$ cat src/hw/de0_io_pkg.sv
package de0_io_pkg;

    typedef logic [31:0] addr_t;
    typedef logic [31:0] data_t;
    typedef logic [17:0] red_leds_t;
    typedef logic [ 8:0] green_leds_t;
    typedef logic [ 9:0] switches_t;
    typedef logic [ 3:0] buttons_t;
    typedef logic [ 6:0] segments_t;   // Active low, g down to a.
    typedef logic [ 1:0] reg_index_t;
    typedef logic [ 1:0] resp_t;

    // Register map, one word per register.
    localparam addr_t addr_red_leds   = 32'h0000_0000;
    localparam addr_t addr_green_leds = 32'h0000_0004;
    localparam addr_t addr_switches   = 32'h0000_0008;
    localparam addr_t addr_buttons    = 32'h0000_000C;

    localparam resp_t resp_okay   = 2'd0;
    localparam resp_t resp_slverr = 2'd2;

    // 50 MHz / 2 ** 26 gives a heartbeat of about 0.75 Hz.
    localparam int default_divider_width = 26;

    typedef struct packed {
        logic        awvalid;
        addr_t       awaddr;
        logic        wvalid;
        data_t       wdata;
        logic [3:0]  wstrb;
        logic        bready;
    } axil_write_req_t;

    typedef struct packed {
        logic        awready;
        logic        wready;
        logic        bvalid;
        resp_t       bresp;
    } axil_write_rsp_t;

    typedef struct packed {
        logic        arvalid;
        addr_t       araddr;
        logic        rready;
    } axil_read_req_t;

    typedef struct packed {
        logic        arready;
        logic        rvalid;
        data_t       rdata;
        resp_t       rresp;
    } axil_read_rsp_t;

    typedef struct packed {
        logic        write_strobe;
        logic        read_strobe;
        addr_t       address;
        data_t       wdata;
        logic [3:0]  wstrb;
    } reg_access_t;

    typedef struct packed {
        data_t       rdata;
        logic        error;
    } reg_result_t;

    typedef enum logic [1:0] {
        idle,
        write_resp,
        read_resp
    } axil_state_t;

endpackage
$ cat src/hw/de0_io_top.sv
module de0_io_top
#(
    parameter int divider_width = de0_io_pkg::default_divider_width
)
(
    input  logic                        clock_50_MHz,
    input  logic                        reset_n,

    input  de0_io_pkg::axil_write_req_t write_req,
    output de0_io_pkg::axil_write_rsp_t write_rsp,
    input  de0_io_pkg::axil_read_req_t  read_req,
    output de0_io_pkg::axil_read_rsp_t  read_rsp,

    input  de0_io_pkg::switches_t       switches,
    input  de0_io_pkg::buttons_t        key,

    output logic [9:0]                  ledr,

    output de0_io_pkg::segments_t       hex0,
    output de0_io_pkg::segments_t       hex1,
    output de0_io_pkg::segments_t       hex2,
    output de0_io_pkg::segments_t       hex3,
    output de0_io_pkg::segments_t       hex4,
    output de0_io_pkg::segments_t       hex5
);

    import de0_io_pkg::*;

    reg_access_t access;
    reg_result_t result;
    red_leds_t   red_leds;
    green_leds_t green_leds;
    reg_index_t  last_index;
    logic        heartbeat;

    axil_slave u_axil_slave
    (
        .clock_50_MHz ( clock_50_MHz ),
        .reset_n      ( reset_n      ),
        .write_req    ( write_req    ),
        .write_rsp    ( write_rsp    ),
        .read_req     ( read_req     ),
        .read_rsp     ( read_rsp     ),
        .access       ( access       ),
        .result       ( result       )
    );

    io_registers u_io_registers
    (
        .clock_50_MHz ( clock_50_MHz ),
        .reset_n      ( reset_n      ),
        .access       ( access       ),
        .result       ( result       ),
        .switches     ( switches     ),
        .key          ( key          ),
        .red_leds     ( red_leds     ),
        .green_leds   ( green_leds   ),
        .last_index   ( last_index   )
    );

    heartbeat_divider #(.width(divider_width)) u_heartbeat_divider
    (
        .clock_50_MHz ( clock_50_MHz ),
        .reset_n      ( reset_n      ),
        .heartbeat    ( heartbeat    )
    );

    hex_display u_hex_display
    (
        .red_leds     ( red_leds     ),
        .last_index   ( last_index   ),
        .hex0         ( hex0         ),
        .hex1         ( hex1         ),
        .hex2         ( hex2         ),
        .hex3         ( hex3         ),
        .hex4         ( hex4         ),
        .hex5         ( hex5         )
    );

    // Heartbeat sits above the green LEDs.
    assign ledr = { heartbeat, green_leds };

endmodule

$ cat src/hw/axil_slave.sv
module axil_slave
(
    input  logic                        clock_50_MHz,
    input  logic                        reset_n,

    input  de0_io_pkg::axil_write_req_t write_req,
    output de0_io_pkg::axil_write_rsp_t write_rsp,
    input  de0_io_pkg::axil_read_req_t  read_req,
    output de0_io_pkg::axil_read_rsp_t  read_rsp,

    output de0_io_pkg::reg_access_t     access,
    input  de0_io_pkg::reg_result_t     result
);

    import de0_io_pkg::*;

    axil_state_t state;
    axil_state_t state_next;

    logic        write_accept;
    logic        read_accept;

    resp_t       bresp_reg;
    data_t       rdata_reg;
    resp_t       rresp_reg;

    // Only idle accepts, so one transaction at most is in flight.
    // A write needs both address and data, and wins over a read.
    assign write_accept = (state == idle) && write_req.awvalid && write_req.wvalid;
    assign read_accept  = (state == idle) && !write_accept && read_req.arvalid;

    always_comb
    begin
        state_next = state;

        case (state)
            idle:
            begin
                if (write_accept)
                    state_next = write_resp;
                else if (read_accept)
                    state_next = read_resp;
            end

            write_resp:
            begin
                if (write_req.bready)
                    state_next = idle;
            end

            read_resp:
            begin
                if (read_req.rready)
                    state_next = idle;
            end

            default:
            begin
                state_next = idle;
            end
        endcase
    end

    always_ff @(posedge clock_50_MHz or negedge reset_n)
    begin
        if (!reset_n)
            state <= idle;
        else
            state <= state_next;
    end

    // The register block answers in the same cycle as the strobe.
    always_ff @(posedge clock_50_MHz)
    begin
        if (write_accept)
            bresp_reg <= result.error ? resp_slverr : resp_okay;

        if (read_accept)
        begin
            rdata_reg <= result.rdata;
            rresp_reg <= result.error ? resp_slverr : resp_okay;
        end
    end

    always_comb
    begin
        write_rsp.awready = write_accept;
        write_rsp.wready  = write_accept;
        write_rsp.bvalid  = (state == write_resp);
        write_rsp.bresp   = bresp_reg;
    end

    always_comb
    begin
        read_rsp.arready  = read_accept;
        read_rsp.rvalid   = (state == read_resp);
        read_rsp.rdata    = rdata_reg;
        read_rsp.rresp    = rresp_reg;
    end

    always_comb
    begin
        access.write_strobe = write_accept;
        access.read_strobe  = read_accept;
        access.address      = write_accept ? write_req.awaddr : read_req.araddr;
        access.wdata        = write_req.wdata;
        access.wstrb        = write_req.wstrb;
    end

endmodule

$ cat src/hw/io_registers.sv
module io_registers
(
    input  logic                        clock_50_MHz,
    input  logic                        reset_n,

    input  de0_io_pkg::reg_access_t     access,
    output de0_io_pkg::reg_result_t     result,

    input  de0_io_pkg::switches_t       switches,
    input  de0_io_pkg::buttons_t        key,

    output de0_io_pkg::red_leds_t       red_leds,
    output de0_io_pkg::green_leds_t     green_leds,
    output de0_io_pkg::reg_index_t      last_index
);

    import de0_io_pkg::*;

    typedef struct packed {
        buttons_t  buttons;
        switches_t switches;
    } pins_t;

    pins_t pins_meta;
    pins_t pins_sync;

    logic  write_red;
    logic  write_green;
    data_t read_data;

    // Two flops on the board inputs. KEY is active low, buttons active high.
    always_ff @(posedge clock_50_MHz or negedge reset_n)
    begin
        if (!reset_n)
        begin
            pins_meta <= '0;
            pins_sync <= '0;
        end
        else
        begin
            pins_meta <= '{buttons: ~key, switches: switches};
            pins_sync <= pins_meta;
        end
    end

    assign write_red   = access.write_strobe && (access.address == addr_red_leds);
    assign write_green = access.write_strobe && (access.address == addr_green_leds);

    always_ff @(posedge clock_50_MHz or negedge reset_n)
    begin
        if (!reset_n)
        begin
            red_leds   <= '0;
            green_leds <= '0;
            last_index <= '0;
        end
        else
        begin
            if (write_red)
            begin
                if (access.wstrb[0])
                    red_leds[7:0]   <= access.wdata[7:0];
                if (access.wstrb[1])
                    red_leds[15:8]  <= access.wdata[15:8];
                if (access.wstrb[2])
                    red_leds[17:16] <= access.wdata[17:16];
            end

            if (write_green)
            begin
                if (access.wstrb[0])
                    green_leds[7:0] <= access.wdata[7:0];
                if (access.wstrb[1])
                    green_leds[8]   <= access.wdata[8];
            end

            if (write_red || write_green)
                last_index <= access.address[3:2];
        end
    end

    // Anything outside the four words is an error and reads zero.
    always_comb
    begin
        read_data    = '0;
        result.error = 1'b0;

        case (access.address)
            addr_red_leds:   read_data = data_t'(red_leds);
            addr_green_leds: read_data = data_t'(green_leds);
            addr_switches:   read_data = data_t'(pins_sync.switches);
            addr_buttons:    read_data = data_t'(pins_sync.buttons);
            default:         result.error = 1'b1;
        endcase

        result.rdata = access.read_strobe ? read_data : '0;
    end

endmodule

$ cat src/hw/hex_display.sv
module hex_display
(
    input  de0_io_pkg::red_leds_t   red_leds,
    input  de0_io_pkg::reg_index_t  last_index,

    output de0_io_pkg::segments_t   hex0,
    output de0_io_pkg::segments_t   hex1,
    output de0_io_pkg::segments_t   hex2,
    output de0_io_pkg::segments_t   hex3,
    output de0_io_pkg::segments_t   hex4,
    output de0_io_pkg::segments_t   hex5
);

    import de0_io_pkg::*;

    // Segment order is g f e d c b a. A lit segment is 0.
    function automatic segments_t decode_digit(input logic [3:0] digit);
        segments_t segments;

        case (digit)
            4'h0: segments = 7'b1000000;
            4'h1: segments = 7'b1111001;
            4'h2: segments = 7'b0100100;
            4'h3: segments = 7'b0110000;
            4'h4: segments = 7'b0011001;
            4'h5: segments = 7'b0010010;
            4'h6: segments = 7'b0000010;
            4'h7: segments = 7'b1111000;
            4'h8: segments = 7'b0000000;
            4'h9: segments = 7'b0011000;
            4'ha: segments = 7'b0001000;
            4'hb: segments = 7'b0000011;
            4'hc: segments = 7'b1000110;
            4'hd: segments = 7'b0100001;
            4'he: segments = 7'b0000110;
            default: segments = 7'b0001110;
        endcase

        return segments;
    endfunction

    assign hex0 = decode_digit(red_leds[3:0]);
    assign hex1 = decode_digit(red_leds[7:4]);
    assign hex2 = decode_digit(red_leds[11:8]);
    assign hex3 = decode_digit(red_leds[15:12]);

    // Top two LED bits and the register index are padded to a digit.
    assign hex4 = decode_digit({ 2'b00, red_leds[17:16] });
    assign hex5 = decode_digit({ 2'b00, last_index });

endmodule

$ cat src/hw/heartbeat_divider.sv
module heartbeat_divider
#(
    parameter int width = de0_io_pkg::default_divider_width
)
(
    input  logic clock_50_MHz,
    input  logic reset_n,
    output logic heartbeat
);

    logic [width - 1:0] counter;

    // Free running; wraps around.
    always_ff @(posedge clock_50_MHz or negedge reset_n)
    begin
        if (!reset_n)
            counter <= '0;
        else
            counter <= counter + 1'b1;
    end

    // MSB toggles every 2 ** (width - 1) cycles.
    assign heartbeat = counter[width - 1];

endmodule

$ cat config.mk
export PLATFORM = sky130hd
export DESIGN_NAME = de0_io_top
export DESIGN_NICKNAME = d
export VERILOG_FILES = /design/src/hw/de0_io_pkg.sv /design/src/hw/de0_io_top.sv /design/src/hw/axil_slave.sv /design/src/hw/io_registers.sv /design/src/hw/hex_display.sv /design/src/hw/heartbeat_divider.sv
export SDC_FILE = /design/constraint.sdc
export NUM_CORES = 1
export LEC_CHECK = 0
export BUFFER_PORTS_ARGS = -buffer_cell sky130_fd_sc_hd__buf_2
export CAP_MARGIN = 20
export CORE_MARGIN = 1
export CORE_UTILIZATION = 43
export DETAILED_ROUTE_END_ITERATION = 10
export PLACE_DENSITY_LB_ADDON = 0.12
export REMOVE_ABC_BUFFERS = 1
export SLEW_MARGIN = 20
export SYNTH_ARGS = -nofsm -noshare
export SYNTH_HDL_FRONTEND = slang
export SYNTH_SLANG_ARGS = --single-unit
$ cat constraint.sdc
create_clock -name clock_50_MHz -period 4.1 [get_ports clock_50_MHz]
set_clock_uncertainty 0.2 [all_clocks]
set_input_delay 0.205 -clock clock_50_MHz [delete_from_list [all_inputs] [get_ports clock_50_MHz]]
set_output_delay 0.205 -clock clock_50_MHz [all_outputs]
set_load 0.05 [all_outputs]
Word level (Yosys, flattened, before mapping)
Memories as Yosys holds them, arrays and structs flattened.
Index checks and enable logic that the tools add are counted.
{ "classes": {"add_sub_neg": 1, "n_eq_ne": 14, "mux": 10, "bitwise": 1, "n_reduce_logical": 19} }
{ "ops": {"columns": ["operator", "count"], "rows": [
  ["18-bit case mux with 4 select lines", 1],
  ["32-bit by 4-bit equality test with 1-bit output, second input constant", 2],
  ["7-bit case mux with 4 select lines", 2],
  ["32-bit by 3-bit equality test with 1-bit output, second input constant", 1],
  ["32-bit zero test", 1],
  ["32-bit two-way mux", 1],
  ["26-bit by 1-bit adder with 26-bit output, second input constant", 1],
  ["2-bit equality test, second input constant", 5],
  ["2-bit two-way mux", 5],
  ["2-bit AND reduction", 5],
  ["2-bit by 1-bit equality test with 1-bit output, second input constant", 3],
  ["1-bit logical AND", 6],
  ["2-bit zero test", 3],
  ["2-bit case mux with 3 select lines", 1],
  ["2-bit inequality test, second input constant", 2],
  ["4-bit inverter", 1],
  ["4-bit OR reduction", 1],
  ["3-bit by 1-bit inequality test with 1-bit output, second input constant", 1],
  ["3-bit AND reduction", 1],
  ["1-bit zero test", 1],
  ["1-bit logical OR", 1]
]} }
{ "totals": {"ff_bits": 121, "rom_bits": 448, "inputBits": 121, "output_inout_bits": 93, "word_cells": 64, "memories": 4} }
{ "mem_list": {"columns": ["name", "depth", "width", "read_ports", "rd_clocked_by_memory_dff", "wr", "line", "text"], "rows": [
  ["(name not given)", 16, 7, 1, 0, 0, "hex_display.sv:20", "case (digit)"],
  ["(name not given)", 16, 7, 1, 0, 0, "hex_display.sv:20", null],
  ["(name not given)", 16, 7, 1, 0, 0, "hex_display.sv:20", null],
  ["(name not given)", 16, 7, 1, 0, 0, "hex_display.sv:20", null]
]} }

Depth between registers and ports, before layout
Gate-level depths: netlist of run 1.
{ "depth": {"depth_word": 9, "mapped_depth": 8, "mapped_depth_nobuf": 5} }

Hierarchy
A second synthesis of run 1 with hierarchy kept.
{ "unflattened": {"hier_cells": 551, "hier_area_um2": 6498.7} }
{ "by_module_without_submodules": {"columns": ["module", "n_inst", "cells_per_inst", "area_each_um2", "seq_area_each_um2"], "rows": [
  ["io_registers", 1, 175, 2406.1, 1426.4],
  ["axil_slave", 1, 126, 1869.3, 1071.0],
  ["heartbeat_divider", 1, 96, 1143.6, 650.6],
  ["hex_display", 1, 153, 1072.3, 0.0],
  ["de0_io_top", 1, 1, 7.5, 0.0]
]} }

Worst setup path before layout of run 1
Ideal clock, no wire load.
{ "synth_timing": {"path_type": "flip-flop to output port", "from": "register u_io_registers.red_leds[0]", "to": "output hex0[3]", "arrival_time_ns": 2.085, "required_time_ns": 3.695, "path_slack_ns": 1.610, "stages_incl_launch_ff": 4, "cell_sequence": "dfrtp_1 -> inv_1 -> ha_1 -> o32ai_1"} }
{ "synth_via": {"elab_chain_cells": 1} }
{ "synth_lines": {"columns": ["element", "line", "text"], "rows": [
  ["start, declared", "io_registers.sv:12", "output de0_io_pkg::red_leds_t red_leds,"],
  ["start signal, assigned", "io_registers.sv:62", "red_leds[7:0] <= access.wdata[7:0];"],
  ["memory 16 x 7 bit", null, null],
  ["end, declared", "de0_io_top.sv:19", "output de0_io_pkg::segments_t hex0,"]
]} }
No other way between the ends.

==> reports/metrics.yaml, run 1 <==
placed_design:
  dpl_cell_area_um2: 6540
  dp_slack_ns: 0.816
  portBuffers: 180
  dp_hpwl_um: 10100
  routabilityCongestion: 0.868
synthesis:
  synth_edf_count: 20
  synth_area_leaders: "dfrtp_1 38%, edfxtp_1 11%, mux2_2 5.8%, ha_1 4.7%, buf_4 3.3%"
  synth-compound-area-share_pct: 8.76
  synth_commonest_cells: "85 x dfrtp_1, 46 x nand2_1, 29 x mux2_2, 29 x nor2_1, 26 x o21ai_0"
  synth.most_common_cell: "dfrtp_1"
  yosysTopAreaCell: "dfrtp_1"
  synth.avg_cell_area_um2: 10.7
  synth_top_family_by_area: "simple AND/OR/NAND/NOR gates"
  ys_seq_area_share_pct: 48.6
  syn_area_um2: 5610
  yosys_warnings: 0
  yosys.area_share.simple_pct: 17.3
  synth_adder_area_share_pct: 4.68
  netlist.area_leader.share_pct: 37.9
  ys_seq_elements: 105
  yosysUniqueCellTypes: 52
  synth_mux_area_share_pct: 10.3
  async_flop_share_pct: 81.0
  synth_ff_type: "dfrtp_1"
  synthCells: 524
  synth_xor_area_share_pct: 3.75
die:
  start_util_pct: 44.3
  die_height_um: 116
  core_um2: 12700
  dieArea_um2: 13500
  rows: 41
  die_w_um: 116
  io_pins: 214
sta:
  finalMaxSlewViolations: 0
  timing.slew.headroom_pct: 39.8
  finalSetupViolCount: 0
  fin_ws_ns: 0.868
  rsz0062_at_grt: "no"
  fin_crit_ns: 3.23
  worst_pin_slew_ns: 0.903
  timing.setup.tns_ns: 0
  timing.final.crit_share_pct: 78.8
  max_freq_mhz: 309
  finalHoldViolCount: 0
clocking:
  cts-root-buf: "clkbuf_16"
  clock_latency_ns: 0.35
  clkSlewWorstSetupHoldPaths_ns: 0.07
  clock-sinks: 105
  cts_buffer_depth: 2
  numCtsBuffers: 9
  postCtsSetupBuffers: 0
  htree_levels: 3
  cts_tree: "yes"
critical_path:
  worstSetupStartpointType: "flop"
  worst-path-buf-inv: 1
  crit_path_top_delay_cell: "mux2i_2"
  cpPeakStageDelay_ns: 0.69
  crit_type: "flop to flop"
  worstPathMaxFanout: 14
  end_kind: "flop"
  arrival_ns: 3.09
  worst_ep_required_time_ns: 3.96
  path_delay_family: "multiplexers"
  crit_path_cell_trace: "nand4bb_1 > inv_2 > mux2i_2 > mux4_2 > a21boi_0"
drt:
  drtPass1Iterations: 4
  drc: 0
  wire_per_inst_um: 15.2
  vias: 4545
  wl_um: 13700
  antenna_left: 0
  dr.first_iter.drc_count: 382
  viasPerCell: 5.04
finish:
  syn_to_final_growth_pct: 28.2
  fillers: 1137
  largest_reg_flops: 26
  design_area_um2: 7200
  nNetsFinal: 867
  drive_above_1_share_pct: 33.6
  regArea_um2: 2730
  multi_input_area_um2: 2580
  num_antenna_cells: 0
global_route:
  grt_usage_pct: 20.7
  grt_max_degree: 86
  grt_overflow: 0
  grt_pass1_wl_um: 21100
  antenna_found_initial: 0
  grt_pass1_vias: 4173
power:
  p_leak_nw: 3.31
  pwr_density_cell_nw_per_um2: 317
  ir_worst_vdd_uv: 181
run:
  max_cap_violations: 0
outcome:
  status: "completed"
hold_path:
  hp-class: "primary input to flop"
through the flow:
stage / instances / hold slack, ns / util [%] / power [mW]
floorplan: 495 / -0.291 / - / 1.32
global placement: 850 / 0.113 / 51.6 / 1.44
detailed placement: 850 / 0.115 / 51.6 / 1.44
CTS: 902 / 0.124 / 56.8 / 2.31
global route: 902 / 0.134 / 56.8 / 2.38
finish: 902 / 0.135 / 56.8 / 2.28
path summary, 6_finish.rpt:
check / slack [ns] / depth (start not counted) / from / endpoint
setup / recovery: 0.87 / 5 / u_axil_slave.state[0] / u_axil_slave.rdata_reg[0]
hold reg to reg: 0.15 / 0 / u_io_registers.pins_meta[8] / u_io_registers.pins_sync[8]
setup reg to reg: 0.87 / 5 / u_axil_slave.state[0] / u_axil_slave.rdata_reg[0]
max in group asynchronous: 2.91 / 2 / reset_n / u_io_registers.red_leds[12]
min in group asynchronous: 0.27 / 2 / reset_n / u_io_registers.pins_meta[11]
hold / removal: 0.13 / 4 / write_req[2] / u_io_registers.green_leds[8]
per-layer routing:
layer	vias up	track usage (%)	wire length [um]
met4	0	6.32	181
met5	-	0	0
met1	2156	27.3	6160
li1	2227	-	-
met2	148	34.2	6750
met3	14	4.36	647
report_power, final:
| part | switching [mW] | leakage [nW] | internal (mW) |
|---|---|---|---|
| Clock | 0.395 | 0.143 | 0.440 |
| Combinational | 0.225 | 1.88 | 0.106 |
| Sequential | 0.0139 | 1.29 | 1.10 |
kinds of logic after synthesis:
group | count (synthesis)
adder cells (fa/ha/maj) | 21
multiplexers | 48
AND/OR/NAND/NOR | 175
other | 1
buffers and inverters | 70
AO/OA/AOI/OAI | 80
XOR/XNOR | 24
flip-flops | 105
cells in the final DEF (no fill, tap or decap), types with 5 or more instances in the layout:
| cell type | count |
|---|---|
| mux2i_1 | 12 |
| o21ai_0 | 26 |
| a22oi_1 | 5 |
| a211oi_1 | 9 |
| nor2_1 | 29 |
| clkbuf_16 | 9 |
| nand2_1 | 46 |
| nor4_1 | 23 |
| a21oi_1 | 21 |
| nor2b_1 | 5 |
| nand2b_1 | 14 |
| nand4_1 | 10 |
| nand3_1 | 20 |
| inv_1 | 23 |
| conb_1 | 18 |
| edfxtp_1 | 20 |
| mux2_2 | 29 |
| dfrtp_1 | 85 |
| ha_1 | 21 |
| buf_2 | 179 |
| dlygate4sd3_1 | 36 |
| xnor2_1 | 20 |
layout make-up:
class                      count  area share (%)
tap                          172            2.99
inverter                      24            1.25
timing repair buffer         219            17.9
multi-input combinational    366            35.9
clock inverter                 5           0.643
sequential                   105            37.9
clock buffer                  11            3.37
worst reg2reg max path, cell delays in order (launching register included):
cell       delay, ns
dfrtp_1         0.41
nand4bb_1       0.48
inv_2           0.45
mux2i_2         0.69
mux4_2          0.58
a21boi_0        0.14
timing repair:
action                     4_1_cts  5_1_grt
hold buffers                    36        0
setup endpoints to repair        0        0
hold endpoints to repair       129        0
resized for setup                0        0
No activity file was read; power rests on OpenSTA's default activity.
==> run 2: changes to the inputs <==
Clock period 4.1 ns to 2.99 ns, I/O delays scaled along.
==> run 2 against run 1 <==
- via count grew 0.70%
- die area is the same
- flip-flop and latch count did not move
- clock power is 37% higher
- clock-buffer cell count shrank 1
- register-to-register slack worse by 0.40 ns
- power is 37% higher
- final cell count up 0.78%
- hold slack worse by 0.11 ns
- first-iteration DRC count is 18% lower
- sequential share of layout area down 0.25 points
==> reports/metrics.yaml, run 2 (synthesis results as in run 1) <==
finish:
  fillers: 1107  # -2.6%
  finalNonFillerCells: 909  # +0.78%
  drive_above_1_share_pct: 34.1  # +0.54 points
  syn_to_final_growth_pct: 29.1
  final_cell_mix: "179 x buf_2, 85 x dfrtp_1, 46 x nand2_1, 36 x dlygate4sd3_1"
  nNetsFinal: 873  # +0.69%
  design_area_um2: 7240  # +0.66%
  final_common_cell: "buf_2"
  largest_reg_flops: 26  # unchanged
  fin_util_pct: 57.2  # +0.38 points
sta:
  fin_crit_ns: 2.52  # -0.710 ns
  finalSetupViolCount: 0  # unchanged
  rsz0062_at_grt: "no"
  finalMaxSlewViolations: 0  # unchanged
  worst_pin_slew_ns: 0.778  # -0.126 ns
  finalHoldViolCount: 0  # unchanged
  fin_ws_ns: 0.468  # -0.400 ns
  timing.setup.tns_ns: 0  # unchanged
  max_freq_mhz: 397  # +28%
  timing.hold.ws_ns: 0.0296  # -0.105 ns
  timing.slew.headroom_pct: 48.0  # +8.3 points
  timing.final.crit_share_pct: 84.3  # +5.5 points
power:
  ir_worst_vdd_uv: 299  # +65%
  pwr-share-seq_pct: 48.8  # about the same
  p_leak_nw: 3.34  # +0.91%
  clkPwrFrac_pct: 36.4  # -0.2 points
  p_sw_uw: 882  # +39%
  intPower_mw: 2.25  # +36%
  pwr_density_cell_nw_per_um2: 432  # +36%
  combPwrFrac_pct: 14.8  # +0.3 points
  total_power_mw: 3.13  # +37%
  switching_share_pct: 28.2  # +0.40 points
critical_path:
  cpPeakStageDelay_ns: 0.66  # -0.03 ns
  worstPathMaxFanout: 13  # -1
  worst-path-buf-inv: 2  # +1
  crit_path_cell_trace: "nand4bb_1 > inv_2 > buf_4 > nand3_4 > nor4_4 > mux2_2"
  worstSetupStartpointType: "flop"
  end_kind: "flop"
  worst_ep_required_time_ns: 3.02  # -0.94 ns
  crit_type: "flop to flop"
  path_delay_family: "simple AND/OR/NAND/NOR gates"
  arrival_ns: 2.55  # -0.54 ns
  crit_path_top_delay_cell: "nor4_4"
run:
  max_cap_violations: 0  # unchanged
clocking:
  clock-sinks: 105  # unchanged
  clkSlewWorstSetupHoldPaths_ns: 0.07  # about the same
  cts_tree: "yes"
  htree_levels: 3  # unchanged
  cts_resized: 0  # unchanged
  clock_latency_ns: 0.35  # about the same
  numCtsBuffers: 9  # unchanged
  cts_buffer_depth: 2  # unchanged
  cts-root-buf: "clkbuf_16"
placed_design:
  dpl_cell_area_um2: 6590  # +0.69%
  dp_hpwl_um: 10300  # +1.8%
  dp.cells: 856  # +0.71%
  dp_slack_ns: 0.464  # -0.352 ns
  portBuffers: 180  # unchanged
  routabilityCongestion: 0.869  # +0.14%
global_route:
  grt_overflow: 0  # unchanged
  grt-busiest-layer: "met2"
  antenna_found_initial: 1  # +1
  grt_pass1_wl_um: 21100  # -0.17%
  use_met3_pct: 4.62  # +0.26 points
  grt_usage_pct: 20.4  # -0.24 points
  grt_max_degree: 86  # unchanged
  grt_pass1_vias: 4210  # +0.89%
  grtUsageMet2_pct: 34.3  # +0.12 points
  use_met1_pct: 26.9  # -0.33 points
drt:
  drtPass1Iterations: 5  # +1
  dr.first_iter.drc_count: 312  # -18%
  wl_um: 13600  # -1.3%
  vias: 4577  # +0.70%
  wire_per_inst_um: 14.9  # -2.1%
  drc: 0  # unchanged
  antenna_left: 0  # unchanged
  viasPerCell: 5.04  # about the same
outcome:
  status: "completed"
hold_path:
  hp-class: "primary input to flop"
die:
  die_height_um: 116  # unchanged
  io_pins: 214  # unchanged
  dieArea_um2: 13500  # unchanged
  core_um2: 12700  # unchanged
  rows: 41  # unchanged
  die_w_um: 116  # unchanged
  start_util_pct: 44.3  # unchanged
==> run 2: cell count changes in the layout (fill, tap and decap cells not counted), sizes merged <==
| cell | delta |
|---|---|
| buf | +6 |
| clkbuf | -1 |
| clkinv | +1 |
| diode | +1 |
==> run 2: worst paths after layout <==
kind                                                   from                               to  slack (ns)  cells after the start
worst max-delay path                  u_axil_slave.state[0]       u_io_registers.red_leds[8]        0.47                      6
worst min-delay path                          write_req[70]       u_axil_slave.rdata_reg[10]        0.03                      2
worst max register to register        u_axil_slave.state[0]       u_io_registers.red_leds[8]        0.47                      6
worst min register to register  u_io_registers.pins_meta[0]      u_io_registers.pins_sync[0]        0.15                      0
max in group asynchronous                           reset_n       u_io_registers.red_leds[7]        1.86                      2
min in group asynchronous                           reset_n  u_heartbeat_divider.counter[25]        0.22                      2
==> run 2: cell type report <==
type / instances / area [um2] / share of cell area (%)
Multi-Input combinational cell: 366 / 2580 / 35.7
Sequential cell: 105 / 2730 / 37.7
Antenna cell: 1 / 2.50 / 0.0345
Clock inverter: 6 / 60.1 / 0.829
Tap cell: 172 / 215 / 2.97
Clock buffer: 10 / 229 / 3.16
Inverter: 24 / 90.1 / 1.24
Timing Repair Buffer: 225 / 1340 / 18.4
==> run 2: repair_timing <==
action / CTS / global route
buffers inserted: 0 / 0
hold endpoints to repair: 129 / 0
hold buffers: 36 / 0
==> run 2: layer usage <==
| layer | routed length [um] | share of wire [%] |
|---|---|---|
| met5 | 0 | 0 |
| met4 | 157 | 1.2 |
| met3 | 781 | 5.8 |
| met2 | 6580 | 49 |
| met1 | 6040 | 45 |
==> run 2: power by group through the flow <==
stage          logic (mW)  clock network [mW]  registers [mW]
2_1_floorplan       0.175                   0            1.63
3_3_place_gp        0.426                   0            1.55
3_5_place_dp        0.431                   0            1.56
4_1_cts             0.468                1.17            1.53
5_1_grt             0.500                1.23            1.53
6_report            0.464                1.14            1.53
==> run 3: changes to the inputs <==
Clock period 2.99 ns to 2.4 ns, I/O delays scaled along.
==> run 3 against run 2 <==
- final cell count increased by 1.7%
- highest routed layer unchanged
- flip-flop and latch count unchanged
- largest power group unchanged
- hold slack better by 0.024 ns
- critical endpoint is now hex0[3]
- critical path depth down 2
==> reports/metrics.yaml, run 3 (synthesis results as in run 1) <==
finish:
  final_cell_mix: "176 x buf_2, 81 x dfrtp_1, 46 x nand2_1, 36 x dlygate4sd3_1"
  final_common_cell: "buf_2"
  design_area_um2: 7380  # +1.9%
  fillers: 1106  # -0.090%
  fin_util_pct: 58.3  # +1.1 points
  syn_to_final_growth_pct: 31.6
  largest_reg_flops: 26  # unchanged
  nNetsFinal: 887  # +1.6%
  drive_above_1_share_pct: 36.5  # +2.4 points
global_route:
  grt_pass1_vias: 4329  # +2.8%
  grt_max_degree: 43  # -50%
  antenna_found_initial: 2  # +1
  grt_pass1_wl_um: 20900  # -0.82%
  grt_overflow: 0  # unchanged
  grt_usage_pct: 20.5  # +0.059 points
clocking:
  htree_levels: 3  # unchanged
  cts-root-buf: "clkbuf_16"
  cts_buffer_depth: 2  # unchanged
  clkSlewWorstSetupHoldPaths_ns: 0.07  # about the same
  numCtsBuffers: 9  # unchanged
  clock-sinks: 105  # unchanged
  cts_tree: "yes"
  clock_latency_ns: 0.35  # about the same
placed_design:
  dpl_cell_area_um2: 6690  # +1.5%
  dp_hpwl_um: 10300  # +0.51%
  routabilityCongestion: 0.863  # -0.71%
  portBuffers: 180  # unchanged
die:
  die_w_um: 116  # unchanged
  start_util_pct: 44.3  # unchanged
  rows: 41  # unchanged
  dieArea_um2: 13500  # unchanged
  core_um2: 12700  # unchanged
  die_height_um: 116  # unchanged
  io_pins: 214  # unchanged
sta:
  max_freq_mhz: 433
  fin_crit_ns: 2.31
  worst_pin_slew_ns: 0.696  # -0.0819 ns
  timing.setup.tns_ns: 0  # unchanged
  timing.slew.headroom_pct: 53.6  # +5.6 points
  finalMaxSlewViolations: 0  # unchanged
  finalHoldViolCount: 0  # unchanged
  finalSetupViolCount: 0  # unchanged
  timing.final.crit_share_pct: 96.3
outcome:
  status: "completed"
critical_path:
  worst-path-buf-inv: 2  # unchanged
  cpPeakStageDelay_ns: 0.46  # -0.20 ns
  crit_type: "flop to output port"
  worstPathMaxFanout: 6  # -7
  crit_path_top_delay_cell: "dfrtp_1"
  arrival_ns: 1.99  # -0.56 ns
  worstSetupStartpointType: "flop"
  path_depth: 4  # -2
  end_kind: "output port"
  reg2reg_from: "u_axil_slave.state[0]"
  r2r_cells: 6  # unchanged
  cp-startpoint: "u_io_registers.red_leds[0]"
  crit_path_cell_trace: "inv_1 > ha_1 > o32ai_1 > buf_2"
  path_delay_family: "buffers and inverters"
  worst_ep_required_time_ns: 2.08  # -0.94 ns
hold_path:
  hp-class: "primary input to flop"
  whs_path_depth: 4  # +2
  min-delay-start: "write_req[2]"
power:
  pwr_density_cell_nw_per_um2: 524  # +21%
  p_leak_nw: 3.40  # +1.7%
  ir_worst_vdd_uv: 519  # +74%
  total_power_mw: 3.87  # +24%
drt:
  wire_per_inst_um: 15.0  # +0.70%
  antenna_left: 0  # unchanged
  dr.first_iter.drc_count: 382  # +22%
  drc: 0  # unchanged
  viasPerCell: 5.05  # +0.38%
  vias: 4670  # +2.0%
  wl_um: 13900  # +2.4%
  drtPass1Iterations: 4  # -1
run:
  max_cap_violations: 0  # unchanged
-- run 3: cell types whose count changed in the layout (fill, tap and decap cells not counted), moves of 3 or more --
cell / before / now
ha_2: 0 / 3
dfrtp_1: 85 / 81
dfrtp_2: 0 / 4
ha_1: 21 / 18
buf_4: 9 / 25
buf_2: 179 / 176
-- run 3: power breakdown --
group | internal [mW] | switching, mW
registers | 1.88 | 0.0226
clock network | 0.715 | 0.648
logic | 0.208 | 0.392
-- run 3: path summary, 6_finish.rpt --
path	to	slack (ns)
setup / recovery	hex0[3]	0.09
hold / removal	u_io_registers.green_leds[8]	0.05
setup reg to reg	u_axil_slave.rdata_reg[2]	0.12
hold reg to reg	u_io_registers.pins_sync[7]	0.15
max in group asynchronous	u_io_registers.red_leds[13]	1.20
min in group asynchronous	u_heartbeat_divider.counter[25]	0.09
-- run 3: timing repair --
item                       CTS  global route
setup buffers                0             1
setup endpoints to repair    2             9
hold buffers                36             0
hold endpoints to repair    91             0
gates resized for setup      2            14
-- run 3: worst register-to-register path, delay by kind of cell, from the launching register on --
kind	cells	cell delay, ns
flops	1	0.41
compound gates	1	0.13
buf+inv	2	0.26
simple gates	1	0.25
mux	2	0.74
-- run 3: final cells by class --
cell class	count	area, um2	area share [%]
Timing Repair Buffer	239	1450	19.7
Clock inverter	6	48.8	0.661
Tap cell	172	215	2.91
Sequential cell	105	2730	37.0
Inverter	24	92.6	1.25
Multi-Input combinational cell	366	2610	35.3
Antenna cell	2	5.00	0.0678
Clock buffer	10	229	3.10
-- run 3: metrics by stage --
step | instances | worst slack, ns | hold WS (ns)
floorplan | 495 | -0.584 | -0.376
global placement | 869 | 0.0933 | -0.0653
detailed placement | 869 | 0.0675 | -0.0555
CTS | 921 | 0.0167 | 0.0440
global route | 924 | -0.0183 | 0.0854
finish | 924 | 0.0898 | 0.0536
-- run 3: routing by layer --
layer / track usage (%) / part of all wire, % / vias to the layer above
met5: 0 / 0 / -
met4: 6.67 / 1.4 / 0
met3: 4.31 / 5.8 / 21
met2: 36.1 / 51 / 163
met1: 24.9 / 42 / 2219
li1: - / - / 2267
